### src/hdl/rv_pkg.sv
package rv_pkg;

    localparam int xlen       = 32;
    localparam int dmem_words = 256;
    localparam int dmem_aw    = $clog2(dmem_words);

    // major opcodes
    localparam logic [6:0] op_lui    = 7'b0110111;
    localparam logic [6:0] op_auipc  = 7'b0010111;
    localparam logic [6:0] op_jal    = 7'b1101111;
    localparam logic [6:0] op_jalr   = 7'b1100111;
    localparam logic [6:0] op_branch = 7'b1100011;
    localparam logic [6:0] op_load   = 7'b0000011;
    localparam logic [6:0] op_store  = 7'b0100011;
    localparam logic [6:0] op_imm    = 7'b0010011;
    localparam logic [6:0] op_reg    = 7'b0110011;

    localparam logic [xlen-1:0] ret_inst = 32'h0000_8067; // jalr x0, 0(ra)

    typedef enum logic [3:0] {
        alu_add,
        alu_sub,
        alu_sll,
        alu_slt,
        alu_sltu,
        alu_xor,
        alu_srl,
        alu_sra,
        alu_or,
        alu_and,
        alu_pass_b  // lui
    } alu_op_e;

    // values follow funct3 of the branch opcode
    typedef enum logic [2:0] {
        br_beq  = 3'b000,
        br_bne  = 3'b001,
        br_none = 3'b010,
        br_blt  = 3'b100,
        br_bge  = 3'b101,
        br_bltu = 3'b110,
        br_bgeu = 3'b111
    } branch_e;

    // values follow funct3 of load/store
    typedef enum logic [2:0] {
        mem_b  = 3'b000,
        mem_h  = 3'b001,
        mem_w  = 3'b010,
        mem_bu = 3'b100,
        mem_hu = 3'b101
    } mem_size_e;

    typedef enum logic [1:0] {
        wb_none     = 2'b00,
        wb_pc_plus4 = 2'b01,
        wb_alu      = 2'b10,
        wb_mem      = 2'b11
    } wb_sel_e;

    typedef enum logic [1:0] {
        flow_plain,
        flow_call,
        flow_ret,
        flow_tail
    } flow_e;

    typedef struct packed {
        logic      a_sel_rs1; // 0 selects pc
        logic      b_sel_imm; // 0 selects rs2
        alu_op_e   alu_op;
        branch_e   branch;
        logic      is_jump;
        logic      rd_we;
        wb_sel_e   wb_sel;
        logic      mem_rd;
        logic      mem_wr;
        mem_size_e mem_size;
        flow_e     flow;
    } ctrl_t;

    typedef struct packed {
        logic            valid;
        logic [xlen-1:0] pc;
        logic [4:0]      rd;
        logic            rd_we;
        logic [xlen-1:0] rd_data;
        logic [xlen-1:0] next_pc;
        flow_e           flow;
    } retire_t;

endpackage
### src/hdl/rv_fetch_unit.sv
`timescale 1ns/1ps

module rv_fetch_unit (
    input  logic                    clk,
    input  logic                    reset,
    input  rv_pkg::ctrl_t           ctrl,
    input  logic                    taken,
    input  logic [rv_pkg::xlen-1:0] alu_out,
    output logic [rv_pkg::xlen-1:0] pc,
    output logic [rv_pkg::xlen-1:0] pc_plus4,
    output logic [rv_pkg::xlen-1:0] next_pc
);
    import rv_pkg::*;

    logic [xlen-1:0] target;

    assign pc_plus4 = pc + 32'd4;
    // jalr drops bit 0 of rs1 + imm
    assign target   = {alu_out[xlen-1:1], alu_out[0] & ~ctrl.a_sel_rs1};
    assign next_pc  = (ctrl.is_jump || taken) ? target : pc_plus4;

    always_ff @(posedge clk) begin
        if (reset)
            pc <= '0;
        else
            pc <= next_pc;
    end

    // a jump or branch target off the word grid would break fetch
    a_pc_aligned: assert property (@(posedge clk) disable iff (reset)
        pc[1:0] == 2'b00)
        else $error("pc %h is not word aligned", pc);

endmodule

### config.mk
export PLATFORM = sky130hd
export DESIGN_NAME = rv_fetch_unit
export DESIGN_NICKNAME = d
export VERILOG_FILES = /design/src/hdl/rv_pkg.sv /design/src/hdl/rv_fetch_unit.sv
export SDC_FILE = /design/constraint.sdc
export NUM_CORES = 1
export LEC_CHECK = 0
export BUFFER_PORTS_ARGS = -buffer_cell sky130_fd_sc_hd__buf_2
export CAP_MARGIN = 0
export CORE_MARGIN = 2
export CORE_UTILIZATION = 45
export DETAILED_ROUTE_END_ITERATION = 8
export PLACE_DENSITY = 0.87
export SLEW_MARGIN = 0
export SYNTH_ARGS = -nofsm -noshare
export SYNTH_HDL_FRONTEND = slang
export SYNTH_SLANG_ARGS = --single-unit
### constraint.sdc
create_clock -name clk -period 5.9 [get_ports clk]
set_clock_uncertainty 0.1 [all_clocks]
set_input_delay 1.18 -clock clk [delete_from_list [all_inputs] [get_ports clk]]
set_output_delay 1.18 -clock clk [all_outputs]
set_load 0.005 [all_outputs]
==> impl_metrics.yaml, run 1 <==
clock_network:
  cts_root_buf: "clkbuf_8"
  clockBufferDepth: 2
  cts_buffers: 5
  cts_resized: 0
  clkLatencyLatePin_ns: 0.28
  cts.htree.levels: 2
  hold_buffers: 0
  cts_tree: "yes"
  post-cts-setup-buffers: 0
  cts_sinks: 32
  path_clk_slew_ns: 0.06
detailed_routing:
  drc_errors: 0
  first_iter_violations: 136
  vias: 2503
  wl_um: 6150
  vias_per_cell: 5.49
  post_drt_wl_per_cell_um: 13.5
  dr.pass1.iters: 4
  ant_nets: 0
setup_path:
  start_kind: "primary input"
  worstPathRequired_ns: 4.62
  end_kind: "output port"
  critPathKind: "primary input to output port"
  crit_fanout: 28
  arrival_ns: 2.85
finish:
  largest_register: "pc"
  reg.largest.list: "pc x32"
  final-instance-count-excl-fill: 456
  largest_reg_flops: 32
  antenna_cells: 0
  final_nets: 457
  area_delta_synth_final_pct: 34.9
  layout-drive-gt1-share_pct: 38.8
floorplanning:
  initial_core_util_pct: 46.1
  core_um2: 4630
  die_w_um: 72.8
  io_pins: 151
  rows: 25
  dieArea_um2: 5300
  die_h_um: 72.8
grt:
  grt_pass1_wl_um: 9660
  grt_start_max_net_pins: 33
  overflow: 0
  grt_use_total_pct: 22.7
  antenna_found_initial: 0
  grt_pass1_vias: 2189
power_and_ir_drop:
  p_switching_uw: 170
  finalPower_uw: 565
  peakVddDrop_mv: 0.0998
  p_leak_nw: 1.36
  swShare_pct: 30.1
  p_comb_share_pct: 24.2
  p_seq_share_pct: 45.2
  p_int_uw: 395
  power_density_nw_per_um2: 196
  p_clk_share_pct: 30.6
timing:
  fmax_mhz: 242
  hold_viol_final: 0
  setup_tns_ns: 0
  finalWorstSetupSlack_ns: 1.77
  min_period_over_period_pct: 70.0
  slew_violations: 0
  timing.slew.headroom_pct: 59.6
  setup_violations: 0
  fin_crit_ns: 4.13
  worstMarginPinSlew_ns: 0.606
  rsz0062_at_grt: "no"
job:
  maxCapViolCount: 0
run_status:
  status: "finished clean"
synth:
  yosysWarnings: 0
  synth_top_area_share_pct: 30.0
  syn_area_um2: 2130
  synth_nets: 337
  syn_avg_cell_area_um2: 7.59
  synth-seq-area-share_pct: 30.0
  synth_top_cell_by_area: "dfxtp_1"
  synth-seq-cells: 32
  synth.distinct_cells: 41
  synth.area.top_cells: "dfxtp_1 30%, nand2_1 5.8%, xnor2_1 5.8%"
  syn-instance-count: 281
min_path:
  hp-class: "flop to flop"
place:
  placed_cells: 448
  dpl_worst_slack_ns: 1.78
  globalplace.congestion: 0.789
  portBuffers: 132
  dp_hpwl_um: 4640
## path summary, 6_finish.rpt
kind | from | to | slack (ns) | cells after the start
setup / recovery | taken | next_pc[22] | 1.77 | 7
hold / removal | pc[1] | pc[1] | 0.39 | 2
setup reg to reg | pc[7] | pc[22] | 3.24 | 4
hold reg to reg | pc[1] | pc[1] | 0.39 | 2
## per-layer routing
layer  wire [um]  part of all wire, %  global-route usage (%)  vias up
met1        2670                   43                    27.8     1131
met4          29                 0.47                    7.41        0
met3         392                  6.4                    6.08        7
met5           0                    0                       0        -
met2        3060                   50                    38.6       92
li1            -                    -                       -     1273
## critical path: stages
cell	delay (ns)
buf_2	0.12
nor2_4	0.44
buf_4	0.36
buf_4	0.32
nor2_1	0.10
a31oi_1	0.17
buf_2	0.14
## synthesized netlist by cell type, drive strengths merged
library cell  count
nor3              4
or3               4
nand2b            1
dfxtp            32
a311oi           12
a21oi            15
xnor2            14
a31oi            12
nor2b             5
xor2              3
or2               3
nand4             9
inv              19
o311ai            2
ha                1
nor2             28
a211oi           12
nor4              6
nand4b            1
or4              10
o21ai             4
o31ai             8
and2              1
nor3b             1
and4              3
nand3            12
o41a              1
buf               5
o41ai             1
clkbuf           16
nand2            33
nand3b            1
mux2              2
## area by class of cell
cell class	count	area, um2
well taps	54	67.6
fillers	421	1750
inverters	19	71.3
clock buffers	8	90.1
flip-flops and latches	32	641
multi-input cells	209	1330
repair buffers	134	676
## cell usage in the layout, fill, tap and decap left out, types with 2 or more instances in the layout
cell type and count:
a211oi_1 12, a21oi_1 15, a311oi_1 12, a31oi_1 12
and4_1 3, buf_2 132, buf_4 2, clkbuf_1 2
clkbuf_8 6, dfxtp_1 32, inv_1 19, mux2_2 2
nand2_1 33, nand3_1 10, nand4_1 8, nor2_1 27
nor2b_1 5, nor3_1 4, nor4_1 6, o21ai_0 4
o311ai_0 2, o31ai_1 8, or2_2 3, or3_1 3
or4_1 4, or4_4 6, xnor2_1 14, xor2_1 3
## logic make-up after synthesis
kind of cell,Yosys count,share of synthesized area [%]
xor gates and xnor gates,17,6.98
DFF,32,30.0
muxes,2,1.06
adders and majority gates,1,0.587
and+or+nand+nor,122,31.7
buffers and inverters,40,7.92
AOI/OAI and AO/OA,67,21.7
## power by group through the flow
| stage | sequential, mW | combinational [mW] | clock [mW] |
|---|---|---|---|
| after floorplan | 0.256 | 0.0716 | 0 |
| after global placement | 0.258 | 0.135 | 0 |
| after detailed placement | 0.260 | 0.137 | 0 |
| after CTS | 0.255 | 0.138 | 0.177 |
| after global routing | 0.258 | 0.153 | 0.186 |
| final | 0.255 | 0.137 | 0.173 |
## per-stage QoR
step / hold slack [ns] / instance area, um2 / utilization (%)
final: 0.394 / 2880 / 62.1
after global routing: 0.443 / 2880 / 62.1
after CTS: 0.398 / 2880 / 62.1
after detailed placement: 0.389 / 2790 / 60.2
after global placement: 0.379 / 2790 / 60.2
after floorplan: 0.383 / 2130 / -
(Power assumes the default switching activity.)
==> run 2, diff against run 1 <==
--- a/config.mk
+++ b/config.mk
@@ -8,9 +8,9 @@
 export BUFFER_PORTS_ARGS = -buffer_cell sky130_fd_sc_hd__buf_2
 export CAP_MARGIN = 0
 export CORE_MARGIN = 2
-export CORE_UTILIZATION = 45
+export CORE_UTILIZATION = 41
 export DETAILED_ROUTE_END_ITERATION = 8
-export PLACE_DENSITY = 0.87
+export PLACE_DENSITY = 0.8
 export SLEW_MARGIN = 0
 export SYNTH_ARGS = -nofsm -noshare
 export SYNTH_HDL_FRONTEND = slang
==> constraint.sdc (replaced) <==
create_clock -name clk -period 3.9 [get_ports clk]
set_clock_uncertainty 0.1 [all_clocks]
set_input_delay 0.78 -clock clk [delete_from_list [all_inputs] [get_ports clk]]
set_output_delay 0.78 -clock clk [all_outputs]
set_load 0.005 [all_outputs]
==> run 2 against run 1 <==
Against the previous run: die area rose by 9.2%; clock-buffer cell count is 2 lower; global-route usage is 1.4 points lower; critical path depth down 2; power is 47% higher; worst setup slack lost 1.3 ns; sequential cell count unchanged; combinational power is 52% higher; sequential share of layout area is 0.17 points lower; critical path type is now flop to output port; highest routed layer unchanged.
==> impl_metrics.yaml, run 2 (synthesized netlist as in run 1, its figures left out) <==
setup_path:
  worstPathRequired_ns: 3.02
  crit_fanout: 7
  arrival_ns: 2.58
  end_kind: "output port"
  start_kind: "flop"
  critPathKind: "flop to output port"
detailed_routing:
  post_drt_wl_per_cell_um: 13.3
  vias_per_cell: 5.29
  wl_um: 6270
  vias: 2500
  drc_errors: 0
  dr.pass1.iters: 4
  ant_nets: 0
  first_iter_violations: 121
floorplanning:
  die_h_um: 76.1
  core_um2: 5070
  rows: 26
  die_w_um: 76.1
  io_pins: 151
  initial_core_util_pct: 42.0
  dieArea_um2: 5790
grt:
  grt_pass1_vias: 2254
  overflow: 0
  grt_pass1_wl_um: 10300
  grt_start_max_net_pins: 33
  antenna_found_initial: 0
  grt_use_total_pct: 21.3
clock_network:
  post-cts-setup-buffers: 0
  cts_resized: 0
  cts_root_buf: "clkbuf_8"
  cts_buffers: 5
  clockBufferDepth: 2
  cts_tree: "yes"
  hold_buffers: 0
  path_clk_slew_ns: 0.06
  cts_sinks: 32
  clkLatencyLatePin_ns: 0.28
  cts.htree.levels: 2
timing:
  min_period_over_period_pct: 88.8
  fmax_mhz: 289
  rsz0062_at_grt: "no"
  fin_crit_ns: 3.46
  setup_tns_ns: 0
  worstMarginPinSlew_ns: 0.626
  slew_violations: 0
  timing.slew.headroom_pct: 58.3
  setup_violations: 0
  hold_viol_final: 0
finish:
  area_delta_synth_final_pct: 35.9
  final_nets: 459
  largest_reg_flops: 32
  final_common_cell: "buf_2"
  layout-drive-gt1-share_pct: 39.2
  antenna_cells: 0
  final_util_pct: 57.1
  reg.largest.list: "pc x32"
  final_cell_mix: "132 x buf_2, 33 x nand2_1, 32 x dfxtp_1, 27 x nor2_1, 19 x inv_1"
  largest_register: "pc"
run_status:
  status: "finished clean"
place:
  dp_hpwl_um: 4840
  globalplace.congestion: 0.786
  portBuffers: 132
job:
  maxCapViolCount: 0
power_and_ir_drop:
  peakVddDrop_mv: 0.167
  p_leak_nw: 1.36
  finalPower_uw: 832
  power_density_nw_per_um2: 287
min_path:
  hp-class: "flop to flop"
==> run 2: cell count changes in the layout (fill, tap and decap cells not counted), sizes merged <==
cell | previous run | this run
clkbuf | 8 | 6
clkinv | 0 | 1
buf | 134 | 136
==> run 2: path summary, 6_finish.rpt <==
check	from	end	slack [ns]	cells past startpoint
worst min-delay path	pc[1]	pc[1]	0.39	2
worst max register to register	pc[2]	pc[20]	1.48	5
worst min register to register	pc[1]	pc[1]	0.39	2
worst max-delay path	pc[6]	next_pc[22]	0.44	5
==> run 2: cell type report <==
| class | instances | area [um2] |
|---|---|---|
| clock buffer | 6 | 72.6 |
| timing repair buffer | 136 | 691 |
| clock inverter | 1 | 5.00 |
| tap | 70 | 87.6 |
| inverter | 19 | 71.3 |
| fill | 489 | 2180 |
| multi-input combinational | 209 | 1330 |
| sequential | 32 | 641 |
==> run 2: routing by layer <==
layer	global-route usage (%)	up-vias	wire length, um
li1	-	1274	-
met1	25.2	1130	2690
met5	0	-	0
met2	38.2	86	3130
met4	6.55	0	74
met3	5.09	10	367
==> run 2: critical path: stages (launching register included) <==
cell     delay [ns]
dfxtp_1        0.42
nand4_1        0.31
or4_1          0.74
or4_4          0.48
a31oi_1        0.21
buf_2          0.14
==> run 2: report_power, final <==
part | leakage, nW | switching [mW] | internal [mW]
Combinational | 1.06 | 0.105 | 0.104
Sequential | 0.266 | 0.0353 | 0.351
Clock | 0.0410 | 0.116 | 0.121
==> run 2: metrics by stage <==
stage | setup slack, ns | area (um2) | hold slack (ns) | std cells
finish | 0.438 | 2900 | 0.385 | 473
global route | 0.270 | 2900 | 0.416 | 473
CTS | 0.410 | 2900 | 0.392 | 473
detailed placement | 0.715 | 2820 | 0.385 | 466
global placement | 0.759 | 2820 | 0.371 | 466
floorplan | 1.05 | 2130 | 0.383 | 281
==> run 3, diff against run 2 <==
--- a/config.mk
+++ b/config.mk
@@ -7,10 +7,12 @@
 export LEC_CHECK = 0
 export BUFFER_PORTS_ARGS = -buffer_cell sky130_fd_sc_hd__buf_2
 export CAP_MARGIN = 0
+export CELL_PAD_IN_SITES_DETAIL_PLACEMENT = 1
+export CELL_PAD_IN_SITES_GLOBAL_PLACEMENT = 1
 export CORE_MARGIN = 2
-export CORE_UTILIZATION = 41
+export CORE_UTILIZATION = 27
 export DETAILED_ROUTE_END_ITERATION = 8
-export PLACE_DENSITY = 0.8
+export PLACE_DENSITY_LB_ADDON = 0.1
 export SLEW_MARGIN = 0
 export SYNTH_ARGS = -nofsm -noshare
 export SYNTH_HDL_FRONTEND = slang
==> run 3 against run 2 <==
Against the previous run: cell count rose by 6.8%; sequential cell count did not move; sequential share of layout area fell by 0.44 points; wire length rose by 20%; power rose by 6.1%; core utilization fell by 19 points; maximum frequency rose by 1.2%; highest routed layer is now met5; clock-buffer cell count rose by 1; critical path depth did not move; combinational power rose by 2%; via count rose by 3.2%; worst setup slack improved by 0.043 ns; largest power group unchanged.
==> impl_metrics.yaml, run 3 (synthesized netlist as in run 1, its figures left out) <==
run_status:
  status: "finished clean"
finish:
  final-instance-count-excl-fill: 505
  largest_reg_flops: 32
  final_util_pct: 38.5
  final_cell_mix: "132 x buf_2, 33 x nand2_1, 32 x dfxtp_1, 27 x nor2_1, 19 x inv_1"
  antenna_cells: 0
  final_common_cell: "buf_2"
  nFillCells: 1024
  reg.largest.list: "pc x32"
  largest_register: "pc"
  final_nets: 459
  area_delta_synth_final_pct: 38.7
  stdcell_area_um2: 2960
  layout-drive-gt1-share_pct: 39.5
clock_network:
  cts_tree: "yes"
  post-cts-setup-buffers: 0
  cts_sinks: 32
  cts_buffers: 5
  cts_root_buf: "clkbuf_8"
  path_clk_slew_ns: 0.07
  hold_buffers: 0
  clockBufferDepth: 2
  cts_resized: 0
  cts.htree.levels: 2
  clkLatencyLatePin_ns: 0.28
grt:
  grt_use_total_pct: 17.7
  grt_start_max_net_pins: 33
  overflow: 0
  grt_pass1_wl_um: 12300
  antenna_found_initial: 1
  grt_pass1_vias: 2468
detailed_routing:
  post_drt_wl_per_cell_um: 15.0
  drc_errors: 0
  dr.pass1.iters: 4
  vias_per_cell: 5.11
  vias: 2579
  ant_nets: 0
  wl_um: 7550
  first_iter_violations: 33
setup_path:
  start_kind: "flop"
  critPathKind: "flop to output port"
  worstPathRequired_ns: 3.02
  arrival_ns: 2.54
  crit_fanout: 7
  end_kind: "output port"
floorplanning:
  die_h_um: 92.9
  dieArea_um2: 8620
  initial_core_util_pct: 27.7
  die_w_um: 92.9
  core_um2: 7690
  io_pins: 151
  rows: 32
timing:
  rsz0062_at_grt: "no"
  worstMarginPinSlew_ns: 0.679
  timing.slew.headroom_pct: 54.7
  holdWs_ns: 0.407
  fmax_mhz: 292
  fin_crit_ns: 3.42
  setup_violations: 0
  min_period_over_period_pct: 87.7
  slew_violations: 0
  setup_tns_ns: 0
  finalWorstSetupSlack_ns: 0.481
  hold_viol_final: 0
power_and_ir_drop:
  finalPower_uw: 883
  p_leak_nw: 1.37
  power_density_nw_per_um2: 299
  peakVddDrop_mv: 0.121
place:
  globalplace.congestion: 0.725
  portBuffers: 132
  dp_hpwl_um: 5840
  dpl_worst_slack_ns: 0.772
  dpl_cell_area_um2: 2860
  placed_cells: 498
min_path:
  hp-class: "flop to flop"
job:
  maxCapViolCount: 0
-- run 3: cell types whose count changed in the layout (fill, tap and decap cells not counted) --
| cell | change |
|---|---|
| clkbuf_8 | +2 |
| clkbuf_1 | -1 |
| clkinv_2 | -1 |
-- run 3: where the power goes --
| group | internal (mW) | switching, mW |
|---|---|---|
| Clock | 0.157 | 0.127 |
| Sequential | 0.350 | 0.0363 |
| Combinational | 0.103 | 0.109 |
| Total | 0.611 | 0.272 |
-- run 3: worst paths after layout --
check	slack, ns	cells past startpoint	start	endpoint
setup / recovery	0.48	5	pc[6]	next_pc[22]
hold / removal	0.41	2	pc[1]	pc[1]
setup reg to reg	1.51	4	pc[6]	pc[24]
hold reg to reg	0.41	2	pc[1]	pc[1]
-- run 3: metal layers --
| layer | vias up | wire length [um] | global-route usage (%) |
|---|---|---|---|
| li1 | 1282 | - | - |
| met1 | 1216 | 3280 | 21.5 |
| met2 | 71 | 3710 | 31.3 |
| met3 | 8 | 479 | 4.80 |
| met4 | 2 | 64 | 3.68 |
| met5 | - | 16 | 0 |
-- run 3: layout make-up --
type,count,area (um2),share of cell area (%)
timing repair buffer,136,691,23.4
tap,102,128,4.32
clock buffer,7,96.3,3.26
sequential,32,641,21.7
inverter,19,71.3,2.41
multi-input combinational,209,1330,45.0
-- run 3: worst max-delay path, stage by stage (launching register included) --
cell and delay, ns:
dfxtp_1 0.42, nand4_1 0.29, or4_1 0.75, or4_4 0.48, a31oi_1 0.18, buf_2 0.13
